### src/design/bus_pkg.sv
/*
 * Shared definitions for the two-master, two-slave system bus.
 * Holds widths, the address map and the request and state types.
 * Every RTL file pulls this in with a wildcard import in its header.
 */

package bus_pkg;

    // --------------------
    // Widths
    localparam int ADDR_W    = 16;   // Bus address
    localparam int DATA_W    = 8;    // Byte wide data
    localparam int S1_ADDR_W = 11;   // 2 KB slave
    localparam int S2_ADDR_W = 12;   // 4 KB slave

    // --------------------
    // Address map
    localparam logic [ADDR_W-1:0] S1_BASE  = 16'h0000;
    localparam logic [ADDR_W-1:0] S2_BASE  = 16'h0800;
    localparam logic [ADDR_W-1:0] S2_LIMIT = 16'h17FF;  // Last byte of slave 2
    // Anything above S2_LIMIT is unmapped

    // Transfer direction
    typedef enum logic {
        MODE_READ  = 1'b0,
        MODE_WRITE = 1'b1
    } bus_mode_e;

    // One transfer, device side and bus side alike (25 bits)
    typedef struct packed {
        logic [ADDR_W-1:0] addr;
        logic [DATA_W-1:0] wdata;   // Ignored on reads
        bus_mode_e         mode;
    } bus_req_t;

    // Arbiter FSM states
    typedef enum logic [1:0] {
        ARB_IDLE = 2'd0,
        ARB_M1   = 2'd1,
        ARB_M2   = 2'd2
    } arb_state_e;

endpackage

### src/design/master_port.sv
/*
 * Master port between a device and the system bus.
 * A one-cycle dvalid strobe is latched and turned into a bus request.
 * The transfer goes out on the first granted cycle, and the result comes
 * back to the device with a one-cycle dready. Strobes while busy are ignored.
 */

`timescale 1ns/1ns

module master_port import bus_pkg::*; (
    input  logic              clk,
    input  logic              rstn,
    // Device side
    input  bus_req_t          dev_req,
    input  logic              dvalid,
    output logic [DATA_W-1:0] drdata,
    output logic              dready,
    // Bus side
    output logic              breq,
    input  logic              bgrant,
    output bus_req_t          mreq,
    output logic              mvalid,
    input  logic              svalid,
    input  logic [DATA_W-1:0] rdata
);

    logic busy;      // Request outstanding
    logic accept;    // New strobe taken this cycle
    logic complete;  // Slave answered our transfer

    // breq low while busy means the transfer is already out
    assign accept   = dvalid && !busy;
    assign complete = busy && !breq && svalid;

    // --------------------
    // Control
    always_ff @(posedge clk or negedge rstn) begin
        if (!rstn) begin
            busy   <= 1'b0;
            breq   <= 1'b0;
            mvalid <= 1'b0;
            dready <= 1'b0;
        end else begin
            mvalid <= 1'b0;         // Both are single-cycle pulses
            dready <= 1'b0;
            if (accept) begin
                busy <= 1'b1;
                breq <= 1'b1;       // Held until granted
            end else if (busy && breq && bgrant) begin
                // First granted cycle issues and lets go of the request
                breq   <= 1'b0;
                mvalid <= 1'b1;
            end else if (complete) begin
                busy   <= 1'b0;
                dready <= 1'b1;
            end
        end
    end

    // --------------------
    // Payload
    always_ff @(posedge clk) begin
        if (accept) begin
            mreq <= dev_req;        // Stays stable for the whole transfer
        end
        if (complete) begin
            drdata <= rdata;        // Only meaningful for reads
        end
    end

endmodule

### config.mk
export PLATFORM = sky130hd
export DESIGN_NAME = master_port
export DESIGN_NICKNAME = d
export VERILOG_FILES = /design/src/design/bus_pkg.sv /design/src/design/master_port.sv
export SDC_FILE = /design/constraint.sdc
export NUM_CORES = 1
export LEC_CHECK = 0
export BUFFER_PORTS_ARGS = -buffer_cell sky130_fd_sc_hd__buf_2
export CORE_MARGIN = 10
export CORE_UTILIZATION = 40
export DETAILED_ROUTE_END_ITERATION = 10
export PLACE_DENSITY_LB_ADDON = 0.08
export SLEW_MARGIN = 30
export SYNTH_ARGS = -nofsm -noshare
export SYNTH_HDL_FRONTEND = slang
export SYNTH_SLANG_ARGS = --single-unit
### constraint.sdc
create_clock -name clk -period 2.21 [get_ports clk]
set_clock_uncertainty 0.05 [all_clocks]
set_input_delay 0.3315 -clock clk [delete_from_list [all_inputs] [get_ports clk]]
set_output_delay 0.3315 -clock clk [all_outputs]
set_load 0.005 [all_outputs]
# After elaboration in Yosys (flattened, before gate mapping)
# Cells that the tools add are included.
op_classes:
  n_eq_ne: 1
  muxes: 10
  n_reduce_logical: 10
op_table:
  columns: ["op", "count"]
  rows:
  - ["two-way mux 1 bit", 10]
  - ["logical AND 1 bit", 5]
  - ["nonzero test 2 bit", 2]
  - ["logical NOT 1 bit", 2]
  - ["!= test 2 bit (second input constant)", 1]
  - ["AND reduction 2 bit", 1]
word_totals:
  register_bits: 37
  input_bits: 38
  out_inout_bits: 36
  elab_cells: 29

# Depth between registers and ports, before layout
# Gate-level depths: netlist of the first run.
logic_depth:
  word_depth: 6
  ltp_mapped: 2
  depth_no_buf: 2

# Least setup slack after synthesis of the first run
# Ideal clock, no wire load.
synth_path:
  path_kind: "register -> register"
  start: "register busy"
  end: "register mreq[0] (netlist bit), enable pin"
  arrival_ns: 1.553
  t_required_ns: 1.750
  path_slack_ns: 0.197
  stages_incl_launch_ff: 2
  path_buffers: 0
  cell_sequence: "dfrtp_1 -> nor2b_1"
synth_between:
  elab_chain_cells: 2
synth_rtl:
  columns: ["item", "line", "source"]
  rows:
  - ["start, declared", "master_port.sv:27", "logic busy;"]
  - ["start signal, assigned", "master_port.sv:39", "busy <= 1'b0;"]
  - ["start signal, assigned", "master_port.sv:47", "busy <= 1'b1;"]
  - ["start signal, assigned", "master_port.sv:54", "busy <= 1'b0;"]
  - ["logical NOT 1 bit", "master_port.sv:32", "assign accept = dvalid && !busy;"]
  - ["logical AND 1 bit", "master_port.sv:32", null]
  - ["named net accept", "master_port.sv:28", "logic accept;"]
  - ["end signal, assigned", "master_port.sv:64", "mreq <= dev_req;"]
  - ["end, declared", "master_port.sv:21", "output bus_req_t mreq,"]
# The timed path passes the listed nets, and every way through them passes these cells.
# A chain may end at the register's enable or synchronous reset.

# Worst setup path after layout of the first run
layout_path:
  start: "register breq"
  end: "output port breq"
layout_rtl:
  columns: ["item", "line", "source"]
  rows:
  - ["start, declared", "master_port.sv:19", "output logic breq,"]
  - ["start signal, assigned", "master_port.sv:40", "breq <= 1'b0;"]
  - ["start signal, assigned", "master_port.sv:48", "breq <= 1'b1;"]
  - ["start signal, assigned", "master_port.sv:51", "breq <= 1'b0;"]
# No word-level cell between the ends.

==> summary.md, run 1 <==
| Metric | Value |
|---|---|
| Status | `complete, no violations` |
| Util after Layout | `0.587` |
| WHS Endpoint | `mreq[22]$_DFFE_PP_` |
| Startpoint types | `register` |
| DRC violations left | `0` |
| Antenna Cells | `0` |
| Register area | `0.00109 mm²` |
| Reg2reg end | `drdata[1]$_DFFE_PP_` |
| Clk Latency, worst-skew pair | `0.33 ns` |
| Max Cap Viol | `0` |
| Crit path max fanout | `6` |
| Core area | `0.00276 mm²` |
| Average routed wire per standard cell | `16.3 µm` |
| Most frequent cells in the layout | `buf_2, edfxtp_1, clkbuf_4` |
| # IOs | `74` |
| Cell count after placement | `151` |
| Initial antenna violation count | `0` |
| Share of cells above drive strength 1 | `0.643` |
| Syn nets | `84` |
| Critical path's top delay family | `flip-flops` |
| Area growth syn-to-layout | `41.4%` |
| Final hold violations | `0` |
| Worst-path cell chain | `buf_2` |
| Length in cells of the worst reg-to-reg path | `1` |
| Total track usage | `0.0995` |
| CP max stage delay | `0.44 ns` |
| Largest net degree at the start of global routing | `26` |
| Number of nets in the layout | `166` |
| Power, Total | `1.54 mW` |
| Worst Tran Pin Value | `0.379 ns` |
| Setup CP Type | `reg2out` |
| Clk slew on worst S/H paths | `0.10 ns` |
| Multi-input gate area | `52.6 µm²` |
| Clk root buf | `clkbuf_4` |
| Syn Area/Cell | `24.9 µm²` |
| Final period util | `0.586` |
| Grt ovf | `0` |
| Ys Warns | `0` |
| Final min period | `1.30 ns` |
| Cell area after synthesis | `0.00114 mm²` |
| TritonRoute pass-1 iters | `4` |
| Fill count | `230` |
| Die Y | `73.5 µm` |
| Critical-path top delay cell | `dfrtp_1` |
| Die area | `0.00540 mm²` |
| Critical Path RT | `1.83 ns` |
| Gate Count Post-Synth | `46` |
| RSZ-0062 raised after global routing | `false` |
| Crit path launch | `breq$_DFFE_PN0P_` |
| Crit path buffers/inverters | `1` |
| Routed Antenna Nets | `0` |
| Number of global-route vias before repair | `790` |
| Netlist cell types | `9` |
| # clock sinks | `37` |
| DRT iter0 DRCs | `23` |
| Most common cell after layout, fill and taps aside | `buf_2` |
| Max H-tree Level | `2` |
| Gpl congestion | `0.650` |
| Rel. slew slack | `0.747` |
| Port bufs | `73` |
| DR vias/cell | `4.37` |
| F_max | `772 MHz` |
| Hold wc startpoint | `dev_req[22]` |
| Initial Utilization | `0.415` |
| Overall routed net length | `2610 µm` |
| Fin Setup TNS | `0 ns` |
| Die Span X | `73.5 µm` |
| First-pass GRT wire length | `3970 µm` |
| Post-CTS Setup Bufs | `0` |
| Core Rows | `19` |
| Setup crit end kind | `primary output` |
| Setup violators final | `0` |
| Max Slew Vio Count | `0` |
| P_leak | `0.716 nW` |
| Synth Register Bits | `37` |
| Worst hold path cell count | `1` |
| VDD IR max | `0.635 mV` |
| Pwr Density | `949 mW/mm²` |
| R2R Setup Slk | `0.92 ns` |
| Cts bufs inserted | `5` |
| Sequential-to-total area share from yosys stat | `0.953` |
| Max Buffers Root-to-Sink | `2` |
| CTS tree | `done` |
| Vias | `699` |
| Hold crit path type | `in2reg` |
| R2R Path Start | `breq$_DFFE_PN0P_` |
| Non-Filler Instances | `160` |
| WP data arrival | `0.91 ns` |
## cell usage after synthesis
| cell type | instances | area (µm²) |
|---|---|---|
| edfxtp_1 | 33 | 991 |
| dfrtp_1 | 4 | 100 |
| nor2_1 | 3 | 11.3 |
| and3_2 | 1 | 7.51 |
| and3b_1 | 1 | 8.76 |
| and3b_2 | 1 | 10.0 |
| inv_1 | 1 | 3.75 |
| nor2b_1 | 1 | 6.26 |
| o22ai_1 | 1 | 6.26 |
## sequential cells by signal (all words and copies together), names as in the netlist
register and count:
mreq 25, drdata 8, dready 1, busy 1
breq 1, mvalid 1
## kinds of logic (layout without fill, tap and decap cells)
| group | count (synthesis) | count (layout) | share of synthesized area |
|---|---|---|---|
| and+or+nand+nor | 7 | 7 | 0.0383 |
| DFF | 37 | 37 | 0.953 |
| AOI/OAI and AO/OA | 1 | 1 | 0.00547 |
| buffers and inverters | 1 | 84 | 0.00328 |
## repair_timing
action                                  CTS  global route
endpoints found under the setup margin    0             0
resized for setup                         0             0
hold endpoints to repair                  4             0
hold buffers                              1             0
## metrics by stage
| stage | setup WS, ns | hold slack (ns) | area [µm²] |
|---|---|---|---|
| after floorplan | 0.197 | -0.0141 | 1140 |
| after global placement | 0.964 | 0.0882 | 1560 |
| after detailed placement | 0.931 | 0.0890 | 1560 |
| after CTS | 0.885 | 0.0917 | 1620 |
| after global routing | 0.843 | 0.0700 | 1620 |
| final | 0.915 | 0.118 | 1620 |
## report_power, final
part / switching (mW) / total [mW] / internal (mW)
logic: 0.139 / 0.262 / 0.123
registers: 0.0457 / 0.962 / 0.917
clock network: 0.197 / 0.312 / 0.115
total: 0.382 / 1.54 / 1.15
## worst max-delay path by stage
stage	endpoint	slack [ns]	depth (start not counted)
global route	breq	0.84	1
floorplan	mreq[0]$_DFFE_PP_	0.20	1
finish	breq	0.91	1
detailed placement	drdata[4]$_DFFE_PP_	0.93	1
CTS	breq	0.89	1
global placement	mreq[20]$_DFFE_PP_	0.96	3
## final cells by class
type,instances,area share
Clock buffer,5,0.0232
Timing Repair Buffer,75,0.236
Tap cell,31,0.0240
Sequential cell,37,0.674
Clock inverter,3,0.00773
Multi-Input combinational cell,8,0.0325
Inverter,1,0.00232
## metal layers
metal  vias up  share of wire  GRT usage  routed length [µm]
met1       319           0.30     0.0887                 776
met5         -              0          0                   0
met4         0              0     0.0311                   0
met3         0           0.14     0.0713                 374
met2        41           0.56      0.172                1460
li1        339              -          -                   -
No activity file was read; power rests on OpenSTA's default activity.
==> run 2, diff against run 1 <==
- ABC_AREA: not set -> 1
- clock period: 2.21 -> 1.3 ns (I/O delays scaled with it)
==> summary.md, run 2 <==
| Metric | Value |
|---|---|
| Status | `complete, no violations` |
| CTS tree | `done` |
| Core area | `0.00276 mm² (unchanged)` |
| Max Buffers Root-to-Sink | `2 (unchanged)` |
| Most frequent cells in the layout | `buf_2, dlygate4sd3_1, edfxtp_1` |
| Most common cell after layout, fill and taps aside | `buf_2` |
| First-pass GRT wire length | `4860 µm (+22%)` |
| Pwr Density | `1400 mW/mm² (+48%)` |
| Syn nets | `88 (+4.8%)` |
| Grt ovf | `0 (unchanged)` |
| Worst Tran Pin Value | `0.264 ns (-0.116 ns)` |
| Max Slew Vio Count | `0 (unchanged)` |
| Vias | `840 (+20%)` |
| P_leak | `0.859 nW (+20%)` |
| Setup CP Type | `reg2reg` |
| Share of cells above drive strength 1 | `0.503 (-0.140)` |
| # IOs | `74 (unchanged)` |
| Met2 GRT Util | `0.231 (+0.0587)` |
| Post-CTS Setup Bufs | `0 (unchanged)` |
| Setup WS post-layout | `0.109 ns (-0.806 ns)` |
| Most frequent cell after synthesis | `edfxtp_1` |
| Top cell type's share of synthesized area | `0.865 (-0.000945)` |
| Ys Warns | `0 (unchanged)` |
| DRT iter0 DRCs | `25 (+8.7%)` |
| Global routing usage on met3 | `0.0511 (-0.0202)` |
| Top post-synthesis cells by area | `edfxtp_1, dfrtp_1, inv_1, nor2_1, nand2_1` |
| Grt peak-use layer | `met2` |
| Sequential-to-total area share from yosys stat | `0.952 (-0.00104)` |
| Number of nets in the layout | `203 (+22%)` |
| Largest Register | `mreq` |
| Cell area after synthesis | `0.00115 mm² (+0.11%)` |
| Share of power burned in combinational logic | `0.211 (+0.040)` |
| Crit path max fanout | `25 (+19)` |
| DRC violations left | `0 (unchanged)` |
| Routed Antenna Nets | `0 (unchanged)` |
| Setup crit end kind | `register` |
| Critical Path RT | `1.29 ns (-0.54 ns)` |
| Max reg flops | `25 (unchanged)` |
| CP max stage delay | `0.43 ns (about the same)` |
| Largest net degree at the start of global routing | `26 (unchanged)` |
| Syn Area/Cell | `22.9 µm² (-7.9%)` |
| F_max | `840 MHz` |
| Sw Pwr | `718 µW (+88%)` |
| Area growth syn-to-layout | `71.9%` |
| Max Cap Viol | `0 (unchanged)` |
| RSZ-0062 raised after global routing | `false` |
| Die Span X | `73.5 µm (about the same)` |
| Crit path launch | `busy$_DFFE_PN0P_` |
| Top cells by count, synth | `edfxtp_1, dfrtp_1, inv_1, nor2_1, nand2_1` |
| Gpl congestion | `0.727 (+12%)` |
| # clock sinks | `37 (unchanged)` |
| Fin Setup TNS | `0 ns (unchanged)` |
| TritonRoute pass-1 iters | `4 (unchanged)` |
| Worst-path cell chain | `inv_1 > nand2_1 > clkinvlp_4 > buf_12` |
| Post-synth top area cell | `edfxtp_1` |
| Setup violators final | `0 (unchanged)` |
| Non-Filler Instances | `197 (+23%)` |
| Clk slew on worst S/H paths | `0.10 ns (about the same)` |
| Average routed wire per standard cell | `16.4 µm (+0.60%)` |
| Final min period | `1.19 ns` |
| Synth Register Bits | `37 (unchanged)` |
| Startpoint types | `register` |
| Overall routed net length | `3230 µm (+24%)` |
| Port bufs | `73 (unchanged)` |
| Netlist cell types | `8 (-1)` |
| R2R Path Start | `busy$_DFFE_PN0P_` |
| Final period util | `0.916` |
| Core Rows | `19 (unchanged)` |
| Pre-CTS WS | `0.0755 ns (-0.855 ns)` |
| Top_reg_cell synth | `edfxtp_1` |
| Initial Utilization | `0.416 (+0.000454)` |
| Cts bufs inserted | `5 (unchanged)` |
| Gate Count Post-Synth | `50 (+8.7%)` |
| WP data arrival | `1.19 ns (+0.28 ns)` |
| Cell count after placement | `155 (+2.6%)` |
| Rel. slew slack | `0.824 (+0.0767)` |
| Hold wc startpoint | `dvalid` |
| Number of global-route vias before repair | `957 (+21%)` |
| Total track usage | `0.122 (+0.0227)` |
| Sw Ratio | `0.259 (+0.0108)` |
| VDD IR max | `1.04 mV (+63%)` |
| Max H-tree Level | `2 (unchanged)` |
| Initial antenna violation count | `1 (+1)` |
| Die area | `0.00541 mm² (about the same)` |
| Hold crit path type | `in2reg` |
| Critical-path top delay cell | `dfrtp_1` |
| Sequential power share | `0.594 (-0.032)` |
| Global routing usage on met1 | `0.0999 (+0.0112)` |
| EDFF count, synth | `33 (unchanged)` |
| Post-DP HPWL | `2110 µm` |
| Internal | `2.05 mW (+78%)` |
| Final hold violations | `0 (unchanged)` |
| Die Y | `73.5 µm (about the same)` |
| Biggest regs | `mreq x25, drdata x8` |
| Clk pwr share | `0.195 (-0.008)` |
| Post-synth ARST share | `0.108 (unchanged)` |
| Clk Latency, worst-skew pair | `0.32 ns (about the same)` |
| Clk root buf | `clkbuf_4` |
| DR vias/cell | `4.26 (-2.4%)` |
==> run 2: changes by cell type in the layout (fill, tap and decap cells not counted), sizes merged <==
cell / previous run / this run
and3: 1 / 0
nor2b: 1 / 0
a21oi: 0 / 1
clkinvlp: 0 / 2
dlygate4sd3: 1 / 34
nor2: 3 / 5
inv: 1 / 3
clkinv: 3 / 1
and3b: 2 / 0
o22ai: 1 / 0
diode: 0 / 1
nand2: 0 / 3
==> run 2: cell families after synthesis <==
kind of cell | count (synthesis) | share of synthesized area
buffers and inverters | 4 | 0.0131
AO/OA/AOI/OAI | 1 | 0.00436
AND/OR/NAND/NOR | 8 | 0.0306
flip-flops | 37 | 0.952
==> run 2: final timing paths <==
kind / slack (ns) / depth (start not counted) / to
worst min-delay path: 0.06 / 3 / busy$_DFFE_PN0P_
worst max register to register: 0.11 / 4 / mreq[7]$_DFFE_PP_
max in group asynchronous: 0.94 / 2 / busy$_DFFE_PN0P_
worst min register to register: 0.49 / 1 / dready$_DFF_PN0_
worst max-delay path: 0.11 / 4 / mreq[7]$_DFFE_PP_
min in group asynchronous: 0.15 / 2 / mvalid$_DFF_PN0_
==> run 2: area by class of cell <==
| class | count | area [µm²] |
|---|---|---|
| diodes | 1 | 2.50 |
| clock buffers | 5 | 37.5 |
| clock inverters | 2 | 11.3 |
| fillers | 191 | 787 |
| inverters | 4 | 18.8 |
| multi-input cells | 9 | 45.0 |
| flip-flops and latches | 37 | 1090 |
| well taps | 31 | 38.8 |
| repair buffers | 108 | 726 |
==> run 2: power groups by stage <==
stage                     sequential [mW]  combinational, mW  clock [mW]
after CTS                            1.64              0.592       0.560
after detailed placement             1.66              0.510           0
after global routing                 1.67              0.645       0.611
final                                1.64              0.584       0.540
after floorplan                      1.70              0.143           0
after global placement               1.66              0.502           0
==> run 2: per-stage QoR <==
stage	hold slack [ns]	util	total power [mW]	cell area [µm²]
floorplan	-0.151	-	1.84	1150
global placement	-0.0497	0.571	2.16	1570
detailed placement	-0.0469	0.571	2.17	1570
CTS	0.0464	0.712	2.79	1960
global route	0.0501	0.715	2.93	1970
finish	0.0575	0.715	2.77	1970
==> run 2: timing repair <==
action,CTS,global route
hold endpoints to repair,37,0
setup endpoints to repair,0,8
hold buffers,34,0
resized for setup,0,1
==> run 2: routing by layer <==
layer  part of all wire  vias to the layer above
met5                  0                        -
met4              0.030                        0
met3              0.083                        9
met2               0.59                       38
met1               0.29                      382
li1                   -                      411
==> run 2: worst max-delay path, delay by kind of cell, from the launching register on <==
kind | cells | cell delay, ns
DFF | 1 | 0.43
and+or+nand+nor | 1 | 0.09
buffers and inverters | 3 | 0.34
