<file path="config.mk">
export PLATFORM = sky130hd
export DESIGN_NAME = bus_interconnect
export DESIGN_NICKNAME = d
export VERILOG_FILES = /design/src/design/bus_pkg.sv /design/src/design/bus_arbiter.sv /design/src/design/bus_interconnect.sv
export SDC_FILE = /design/constraint.sdc
export NUM_CORES = 1
export LEC_CHECK = 0
export BUFFER_PORTS_ARGS = -buffer_cell sky130_fd_sc_hd__buf_2
export CORE_MARGIN = 2
export CORE_UTILIZATION = 30
export CTS_CLUSTER_SIZE = 24
export DETAILED_ROUTE_END_ITERATION = 10
export GPL_ROUTABILITY_DRIVEN = 0
export GPL_TIMING_DRIVEN = 0
export MAX_ROUTING_LAYER = met4
export PLACE_DENSITY = 0.78
export SYNTH_ARGS = -nofsm -noshare
export SYNTH_HDL_FRONTEND = slang
export SYNTH_SLANG_ARGS = --single-unit
</file>
<file path="constraint.sdc">
create_clock -name clk -period 2.8 [get_ports clk]
set_input_delay 0.42 -clock clk [delete_from_list [all_inputs] [get_ports clk]]
set_output_delay 0.42 -clock clk [all_outputs]
set_load 0.005 [all_outputs]
</file>
<file path="src/design/bus_pkg.sv">
/*
 * Shared definitions for the two-master, two-slave system bus.
 * Holds widths, the address map and the request and state types.
 * Every RTL file pulls this in with a wildcard import in its header.
 */

package bus_pkg;

    // --------------------
    // Widths
    localparam int ADDR_W    = 16;   // Bus address
    localparam int DATA_W    = 8;    // Byte wide data
    localparam int S1_ADDR_W = 11;   // 2 KB slave
    localparam int S2_ADDR_W = 12;   // 4 KB slave

    // --------------------
    // Address map
    localparam logic [ADDR_W-1:0] S1_BASE  = 16'h0000;
    localparam logic [ADDR_W-1:0] S2_BASE  = 16'h0800;
    localparam logic [ADDR_W-1:0] S2_LIMIT = 16'h17FF;  // Last byte of slave 2
    // Anything above S2_LIMIT is unmapped

    // Transfer direction
    typedef enum logic {
        MODE_READ  = 1'b0,
        MODE_WRITE = 1'b1
    } bus_mode_e;

    // One transfer, device side and bus side alike (25 bits)
    typedef struct packed {
        logic [ADDR_W-1:0] addr;
        logic [DATA_W-1:0] wdata;   // Ignored on reads
        bus_mode_e         mode;
    } bus_req_t;

    // Arbiter FSM states
    typedef enum logic [1:0] {
        ARB_IDLE = 2'd0,
        ARB_M1   = 2'd1,
        ARB_M2   = 2'd2
    } arb_state_e;

endpackage

</file>
<file path="src/design/bus_arbiter.sv">
/*
 * Fixed-priority bus arbiter for two masters.
 * Grants from idle on the next edge, master 1 first on a tie, and holds
 * the grant until the done pulse of the granted transfer. Grants are
 * decoded from the state register, so at most one is high.
 */

`timescale 1ns/1ns

module bus_arbiter import bus_pkg::*; (
    input  logic clk,
    input  logic rstn,
    input  logic breq1,
    input  logic breq2,
    input  logic done,      // Response routed to the granted master
    output logic bgrant1,
    output logic bgrant2
);

    arb_state_e state;
    arb_state_e state_nxt;

    // --------------------
    // Next state
    always_comb begin
        state_nxt = state;
        case (state)
            ARB_IDLE: begin
                if (breq1) begin
                    state_nxt = ARB_M1;     // Master 1 wins ties
                end else if (breq2) begin
                    state_nxt = ARB_M2;
                end
            end
            ARB_M1, ARB_M2: begin
                if (done) begin
                    state_nxt = ARB_IDLE;   // Regrant possible one cycle later
                end
            end
            default: state_nxt = ARB_IDLE;
        endcase
    end

    always_ff @(posedge clk or negedge rstn) begin
        if (!rstn) begin
            state <= ARB_IDLE;
        end else begin
            state <= state_nxt;
        end
    end

    // Grants straight off the state register
    assign bgrant1 = (state == ARB_M1);
    assign bgrant2 = (state == ARB_M2);

endmodule

</file>
<file path="src/design/bus_interconnect.sv">
/*
 * Bus interconnect for two masters and two memory slaves.
 * Picks the granted master's request, decodes the address against the map
 * in the package and strobes only the addressed slave with its local offset.
 * Unmapped accesses are answered here with zero data one cycle later.
 * Contains the arbiter, whose done is the response to the granted master.
 */

`timescale 1ns/1ns

module bus_interconnect import bus_pkg::*; (
    input  logic              clk,
    input  logic              rstn,
    // Masters
    input  logic              m1_breq,
    input  logic              m2_breq,
    output logic              m1_bgrant,
    output logic              m2_bgrant,
    input  bus_req_t          m1_mreq,
    input  bus_req_t          m2_mreq,
    input  logic              m1_mvalid,
    input  logic              m2_mvalid,
    output logic              m1_svalid,
    output logic              m2_svalid,
    output logic [DATA_W-1:0] m1_rdata,
    output logic [DATA_W-1:0] m2_rdata,
    // Slaves
    output bus_req_t          s1_req,
    output bus_req_t          s2_req,
    output logic              s1_valid,
    output logic              s2_valid,
    input  logic              s1_svalid,
    input  logic              s2_svalid,
    input  logic [DATA_W-1:0] s1_rdata,
    input  logic [DATA_W-1:0] s2_rdata
);

    bus_req_t          req;         // Granted master's request
    logic              valid;
    logic [ADDR_W-1:0] s1_off;
    logic [ADDR_W-1:0] s2_off;
    logic              s1_hit;
    logic              s2_hit;
    logic              miss_svalid; // Own answer for unmapped addresses
    logic              resp_valid;
    logic [DATA_W-1:0] resp_data;

    bus_arbiter arb_inst (
        .clk     (clk),
        .rstn    (rstn),
        .breq1   (m1_breq),
        .breq2   (m2_breq),
        .done    (m1_svalid | m2_svalid),
        .bgrant1 (m1_bgrant),
        .bgrant2 (m2_bgrant)
    );

    // --------------------
    // Request path
    assign req   = m1_bgrant ? m1_mreq : m2_mreq;
    assign valid = (m1_bgrant && m1_mvalid) || (m2_bgrant && m2_mvalid);

    assign s1_off = req.addr - S1_BASE;
    assign s2_off = req.addr - S2_BASE;
    assign s1_hit = (s1_off[ADDR_W-1:S1_ADDR_W] == '0);          // Below 2 KB
    assign s2_hit = (req.addr >= S2_BASE) && (req.addr <= S2_LIMIT);

    always_comb begin
        s1_req      = req;
        s1_req.addr = s1_off;   // Local offsets to the slaves
        s2_req      = req;
        s2_req.addr = s2_off;
    end

    assign s1_valid = valid && s1_hit;
    assign s2_valid = valid && s2_hit;

    // Unmapped writes are dropped and unmapped reads get zero
    always_ff @(posedge clk or negedge rstn) begin
        if (!rstn) begin
            miss_svalid <= 1'b0;
        end else begin
            miss_svalid <= valid && !s1_hit && !s2_hit;
        end
    end

    // --------------------
    // Response path
    assign resp_valid = s1_svalid || s2_svalid || miss_svalid;
    assign resp_data  = s1_svalid ? s1_rdata :
                        s2_svalid ? s2_rdata : '0;

    assign m1_svalid = m1_bgrant && resp_valid;
    assign m2_svalid = m2_bgrant && resp_valid;
    assign m1_rdata  = resp_data;   // Qualified by svalid
    assign m2_rdata  = resp_data;

endmodule

</file>
# Yosys cells after proc, flatten, opt, wreduce, memory -nomap -nowiden
# Cells that the tools add are included.
[classes]
n_addsub = 1
magnitude_cmp = 2
n_eq_ne = 4
muxes = 7
n_bitwise = 1
reduce_logical = 18
[ops]
columns = ["op", "n"]
rows = [
  ["two-way mux 25 bit", 1],
  ["greater-or-equal comparator 16 x 12 -> 1 bit, second input constant", 1],
  ["<= comparator 16 x 13 -> 1 bit, second input constant", 1],
  ["two-way mux 8 bit", 2],
  ["subtractor 16 x 12 -> 16 bit, second input constant", 1],
  ["logical AND 1 bit", 9],
  ["two-way mux 2 bit", 3],
  ["logical NOT 5 bit", 1],
  ["case mux 2 bit (2 select lines)", 1],
  ["logical OR 1 bit", 3],
  ["!= test 3 bit, second input constant", 1],
  ["equality test 2 x 1 -> 1 bit, second input constant", 1],
  ["equality test 2 bit, second input constant", 1],
  ["logical NOT 1 bit", 2],
  ["logical NOT 2 bit", 1],
  ["!= test 2 x 1 -> 1 bit, second input constant", 1],
  ["AND reduction 2 bit", 1],
  ["OR reduction 2 bit", 1],
  ["bitwise OR 1 bit", 1],
]
[word_totals]
ff_bits = 3
input_bits = 74
out_inout_bits = 72
wordCells = 35

# Logic depth before layout (Yosys ltp)
# Gate-level depths: netlist of run 1.
[logic_depth]
word_depth = 6
depth_mapped = 8

# Cells and area by module
# Synthesis of run 1 repeated with hierarchy kept, for this count alone.
[hier_totals]
cells_unflattened = 110
area_unflattened_um2 = 975.9
[by_module_without_submodules]
columns = ["mod", "n_inst", "cells_per_inst", "area_each_um2"]
rows = [
  ["bus_interconnect", 1, 96, 828.3],
  ["bus_arbiter", 1, 14, 147.6],
]

# Worst setup path after synthesis of run 1
# Ideal clock, no wire load.
[synth_timing]
kind = "reg2out"
startpoint = "register arb_inst.state[1]"
endpoint = "output port s2_req[24] (netlist name)"
t_arrival_ps = 1766
required_time_ps = 2380
setup_slack_ps = 614
stages_incl_launch_ff = 9
path_buffers = 2
path_cell_list = "dfrtp_1 > inv_1 > ha_1 > buf_6 > buf_2 > mux2i_1 > ha_1 > o21ai_0 > xnor2_1"
[synth_lines]
columns = ["item", "line_no", "text"]
rows = [
  ["start, declared", "bus_arbiter.sv:20", "arb_state_e state;"],
  ["start signal, assigned", "bus_arbiter.sv:48", "state <= state_nxt;"],
  ["end, declared", "bus_interconnect.sv:29", "output bus_req_t s2_req,"],
]

==> results.toml, run 1 <==
[grt]
grt_pass1_vias = 1146
grt_pass1_wl_um = 4550
grt_overflow = 0
grt_max_degree = 11
antenna_found_initial = 0
grt_usage = 0.161

[sta]
fin_crit_sh = 0.910
timing.slew.headroom = 0.710
slew_viol_final = 0
setup_tns_ns = 0
setup_viol = 0
worst_pin_slew_ns = 0.432
fmax_ghz = 0.392
setup_ws_ns = 0.252
skew_ns = 0.00422
grt_setup_unrepaired = "false"
hold_viol_final = 0
min_period_ns = 2.55

[layout]
final_cells = 307
fin_nets = 343
drive_above_1_share = 0.779
utilization = 0.586
syn2layout_area_growth_pct = 82.9
antennaDiodeCount = 0

[clock_tree]
cts_max_level = 1
cts_root_buf = "clkbuf_4"
cts_setup_buffers = 0
clock_latency_ns = 0.23
cts_tree = "done"
cts.sinks = 3
cts_buffers = 3
clock_path_buffers = 2
clk_pin_slew_ns = 0.04

[worst_hold_path]
hold_class = "in2reg"

[place]
dp_hpwl_um = 3190
dp_cells = 303
io_buffers = 145
post-place-ws_ns = 0.319

[routing]
dr_total_vias = 1345
routed_wl_um = 3510
via_per_inst = 4.38
firstDrtPassIters = 4
wl_per_cell_um = 11.4
ant_nets = 0
remaining_drc_errors = 0
drt_first_iter_violations = 13

[flow_run]
max-cap-violations = 0

[power_and_ir_drop]
ir_worst_vdd_mv = 0.271
cell_internal_pwr_w = 0.000682
p_comb_frac = 0.865
powerDensity_nw_per_um2 = 621
p_sw_w = 0.000447
swShare = 0.396
p_leak_nw = 1.07
seq_power_share = 0.068
p_clk_frac = 0.067

[worst_setup_path]
max_stage_delay_ns = 0.39
cpMaxStageDelayCell = "dfrtp_1"
crit_arrival_ns = 2.13
cp_common_cell = "ha_1"
worst-setup-path-type = "reg2out"
crit_required_ns = 2.38
cp_max_fo = 16
crit_chain = "inv_1, ha_1, buf_6, mux2i_1, ha_1, o21ai_0, xnor2_1, buf_2"
worstSetupEndpointType = "output pin"
start_kind = "flip-flop"

[floorplanning]
initial_core_util = 0.321
die_h_um = 61.6
top_level_ports = 146
die_x_um = 61.6
placementRows = 20
die_area_um2 = 3790
core_region_area_um2 = 3100

[synthesis]
synth_ff_type = "dfrtp_1"
yosysSeqAreaShare = 0.0755
synth-edff-count = 0
syn_area_um2 = 995
synthXorXnorAreaFrac = 0.0440
synth_compound_area_frac = 0.155
synth.top_cells.by_area = "mux2_2, buf_4, dfrtp_1"
syn_inst = 114
ys_ff_latch = 3
ys_types = 32
yosysTopAreaCellShare = 0.238
synthMuxAreaShare = 0.283
syn_area_per_cell_um2 = 8.73
yosysMostFrequentCell = "buf_4"
synth_top_family_by_area = "multiplexers"
syn-num-nets = 193
ys_warn_count = 0
synth_common_cells = "buf_4, mux2_2, a22o_1, inv_1, ha_1"
synthAdderAreaFrac = 0.0629
synth-simple-area-share = 0.108
yosysTopAreaCell = "mux2_2"
async_flop_share = 1.00

[status]
outcome = "finished, final reports clean"
## final timing paths
path | startpoint | to | slack, ns | depth (start not counted)
hold / removal | m1_breq | arb_inst.state[0]$_DFFE_PN0P_ | 0.47 | 3
hold reg to reg | arb_inst.state[1]$_DFFE_PN0P_ | arb_inst.state[1]$_DFFE_PN0P_ | 0.52 | 1
setup reg to reg | arb_inst.state[1]$_DFFE_PN0P_ | miss_svalid$_DFF_PN0_ | 0.78 | 7
max in group asynchronous | rstn | miss_svalid$_DFF_PN0_ | 2.18 | 2
setup / recovery | arb_inst.state[1]$_DFFE_PN0P_ | s2_req[24] | 0.25 | 8
min in group asynchronous | rstn | arb_inst.state[0]$_DFFE_PN0P_ | 0.51 | 2
## power by group through the flow
stage | Clock (W) | Sequential [W] | Combinational (W)
2_1_floorplan | 0 | 0.0000737 | 0.000617
3_3_place_gp | 0 | 0.0000769 | 0.000963
3_5_place_dp | 0 | 0.0000771 | 0.000982
4_1_cts | 0.0000791 | 0.0000769 | 0.000990
5_1_grt | 0.0000822 | 0.0000800 | 0.00108
6_report | 0.0000759 | 0.0000763 | 0.000977
## through the flow
stage	instance area, um^2	hold slack (ns)	total power (W)
finish	1820	0.471	0.00113
global route	1820	0.482	0.00124
CTS	1810	0.467	0.00115
detailed placement	1780	0.222	0.00106
global placement	1780	0.221	0.00104
floorplan	995	0.124	0.000691
## worst max-delay path, delay by kind of cell, from the launching register on
family                   cells  cell delay (ns)
multiplexers                 1             0.39
adder cells (fa/ha/maj)      2             0.43
XOR/XNOR                     1             0.17
flip-flops                   1             0.39
AO/OA/AOI/OAI                1             0.11
buffers and inverters        3             0.40
## layout by cell type, fill, tap and decap left out
| master | n |
|---|---|
| buf_2 | 147 |
| buf_4 | 28 |
| mux2_2 | 21 |
| inv_1 | 7 |
| a22o_1 | 7 |
| ha_1 | 5 |
| xnor2_1 | 4 |
| nor2b_1 | 4 |
| nor3_1 | 3 |
| clkbuf_1 | 3 |
| nand2_1 | 3 |
| dfrtp_1 | 3 |
| clkbuf_4 | 3 |
| mux2i_1 | 2 |
| o21ai_0 | 2 |
| nand3_1 | 2 |
| buf_6 | 1 |
| mux2i_4 | 1 |
| mux2_4 | 1 |
| nor3b_2 | 1 |
| a22oi_1 | 1 |
| o21bai_4 | 1 |
| nor3b_1 | 1 |
| xor2_1 | 1 |
| nor2_1 | 1 |
| a2111oi_2 | 1 |
| and3b_1 | 1 |
| o31a_1 | 1 |
| o32ai_1 | 1 |
| and2_1 | 1 |
| a21boi_0 | 1 |
| o22a_1 | 1 |
| nand3b_1 | 1 |
| o211ai_1 | 1 |
| dlygate4sd3_1 | 1 |
## sequential cells by signal, indices dropped and copies added (netlist names)
signal and count:
miss_svalid 1, arb_inst.state 2
## kinds of logic after synthesis
logic type | after synthesis
AO/OA/AOI/OAI | 17
XOR/XNOR | 5
adder cells (fa/ha/maj) | 5
buffers and inverters | 41
flip-flops | 3
multiplexers | 25
AND/OR/NAND/NOR | 18
## layout make-up
class	count	area, um^2
Sequential cell	3	75.1
Multi-Input combinational cell	70	662
Tap cell	44	55.1
Inverter	7	26.3
Clock buffer	4	26.3
Timing Repair Buffer	146	736
Buffer	33	239
Fill cell	311	1280
## per-layer routing
| layer | up-vias | part of all wire | track usage |
|---|---|---|---|
| met5 | - | 0 | - |
| met1 | 591 | 0.35 | 0.165 |
| met4 | 0 | 0 | 0.0365 |
| li1 | 674 | - | - |
| met2 | 80 | 0.55 | 0.322 |
| met3 | 0 | 0.099 | 0.0168 |
## repair_timing
action,4_1_cts,5_1_grt
endpoints found under the setup margin,0,1
gates resized for setup,0,2
endpoints found under the hold margin,3,0
hold buffers,1,0
Note: power is estimated with default switching activity, not from simulation.
==> run 2, diff against run 1 <==
BUFFER_PORTS_ARGS = default   (was -buffer_cell sky130_fd_sc_hd__buf_2)
CORE_AREA = 2 2 57 59   (was default)
CORE_MARGIN = default   (was 2)
CORE_UTILIZATION = default   (was 30)
DIE_AREA = 0 0 59 61   (was default)
DONT_BUFFER_PORTS = 1   (was default)
PLACE_DENSITY = 0.44   (was 0.78)
==> results.toml, run 2 (synthesis results as in run 1) <==
[clock_tree]
clock_path_buffers = 2
cts_root_buf = "clkbuf_4"
cts_buffers = 3
clk_pin_slew_ns = 0.04
cts_tree = "done"
cts_setup_buffers = 0
cts.sinks = 3
clock_latency_ns = 0.23
cts_max_level = 1

[sta]
grt_setup_unrepaired = "false"
fmax_ghz = 0.385
timing.slew.headroom = 0.697
skew_ns = 0.000562
slew_viol_final = 0
setup_ws_ns = 0.205
fin_crit_sh = 0.927
hold_viol_final = 0
setup_tns_ns = 0
setup_viol = 0
min_period_ns = 2.59
worst_pin_slew_ns = 0.442

[worst_setup_path]
cp_common_cell = "ha_1"
worstSetupEndpointType = "output pin"
cp_max_fo = 10
crit_start = "arb_inst.state[1]$_DFFE_PN0P_"
crit_required_ns = 2.38
cpMaxStageDelayCell = "dfrtp_1"
worst-setup-path-type = "reg2out"
start_kind = "flip-flop"
r2r_start = "arb_inst.state[1]$_DFFE_PN0P_"
crit_arrival_ns = 2.17
r2r_setup_slack_ns = 0.65
max_stage_delay_ns = 0.38
crit_chain = "inv_1, ha_1, buf_6, buf_2, mux2i_2, ha_1, nor3b_1"

[power_and_ir_drop]
p_leak_nw = 0.485
cell_internal_pwr_w = 0.000486
swShare = 0.431
p_comb_frac = 0.823
powerDensity_nw_per_um2 = 794
p_clk_frac = 0.088
p_sw_w = 0.000368
ir_worst_vdd_mv = 0.282
seq_power_share = 0.089

[grt]
grt_max_degree = 11
grt_pass1_vias = 817
grt_overflow = 0
grt_pass1_wl_um = 3250
antenna_found_initial = 0
grt_usage = 0.125

[layout]
design_area_um2 = 1080
multi_input_area_um2 = 653
fin_nets = 199
largest-register = "arb_inst.state"
fill_cells = 306
seqCellArea_um2 = 75.1
largest_reg_flops = 2
drive_above_1_share = 0.513
syn2layout_area_growth_pct = 8.18
largestRegisters = "arb_inst.state: 2 flops, miss_svalid: 1 flops"
final_cells = 152
final_common_cell = "buf_4"
antennaDiodeCount = 0
mostFrequentLayoutCells = "buf_4, mux2_2, inv_1, a22o_1, ha_1"

[floorplanning]
die_h_um = 61
initial_core_util = 0.337
top_level_ports = 146
placementRows = 20
core_region_area_um2 = 2950
die_area_um2 = 3600
die_x_um = 59

[place]
io_buffers = 0
post-place-ws_ns = 0.352
dp_cells = 147
dp_hpwl_um = 2400
placedInstanceArea_um2 = 1040

[routing]
ant_nets = 0
drt_first_iter_violations = 21
remaining_drc_errors = 0
wl_per_cell_um = 17.4
via_per_inst = 5.43
dr_total_vias = 825
firstDrtPassIters = 2
routed_wl_um = 2640

[worst_hold_path]
hold_start = "m1_breq"
hold_class = "in2reg"

[status]
outcome = "finished, final reports clean"

[flow_run]
max-cap-violations = 0
run 2: cell count changes in the layout (fill, tap and decap cells not counted), sizes merged:
| cell | delta |
|---|---|
| buf | -144 |
run 2: power groups by stage:
stage | Combinational [W] | Sequential, W | Clock, W
after CTS | 0.000717 | 0.0000759 | 0.0000793
after floorplan | 0.000617 | 0.0000737 | 0
after global placement | 0.000707 | 0.0000763 | 0
after detailed placement | 0.000714 | 0.0000765 | 0
after global routing | 0.000780 | 0.0000794 | 0.0000814
final | 0.000704 | 0.0000760 | 0.0000749
run 2: area by class of cell:
type | instances | share of cell area
multi-input cells | 70 | 0.607
plain buffers | 34 | 0.227
flip-flops and latches | 3 | 0.0698
well taps | 33 | 0.0384
clock buffers | 4 | 0.0244
inverters | 7 | 0.0244
repair buffers | 1 | 0.00930
run 2: metal layers:
metal  share of wire  up-vias  wire length [um]  track usage
met4               0        0                 0       0.0584
met1            0.30      358               804        0.113
li1                -      381                 -            -
met2            0.58       86              1530        0.251
met5               0        -                 0            -
met3            0.12        0               306       0.0171
run 2: worst paths after layout:
path,end,cells past startpoint
max,s1_valid,7
min,arb_inst.state[0]$_DFFE_PN0P_,2
max reg2reg,miss_svalid$_DFF_PN0_,8
min reg2reg,arb_inst.state[1]$_DFFE_PN0P_,1
max in group asynchronous,miss_svalid$_DFF_PN0_,1
min in group asynchronous,arb_inst.state[0]$_DFFE_PN0P_,1
run 2: timing repair:
action	CTS	global route
hold buffers	1	0
endpoints found under the setup margin	0	2
hold endpoints to repair	3	0
resized for setup	0	1
run 2: worst max-delay path, delay by kind of cell (launching register included):
family / cells / cell delay (ns)
buf+inv: 3 / 0.47
fa+ha+maj: 2 / 0.44
flops: 1 / 0.38
simple gates: 1 / 0.33
mux: 1 / 0.32
run 2: metrics by stage:
step / total power (W) / hold WS (ns) / utilization
after floorplan: 0.000691 / 0.124 / -
after global placement: 0.000783 / 0.124 / 0.351
after detailed placement: 0.000790 / 0.124 / 0.351
after CTS: 0.000872 / 0.363 / 0.363
after global routing: 0.000941 / 0.395 / 0.364
final: 0.000855 / 0.368 / 0.364
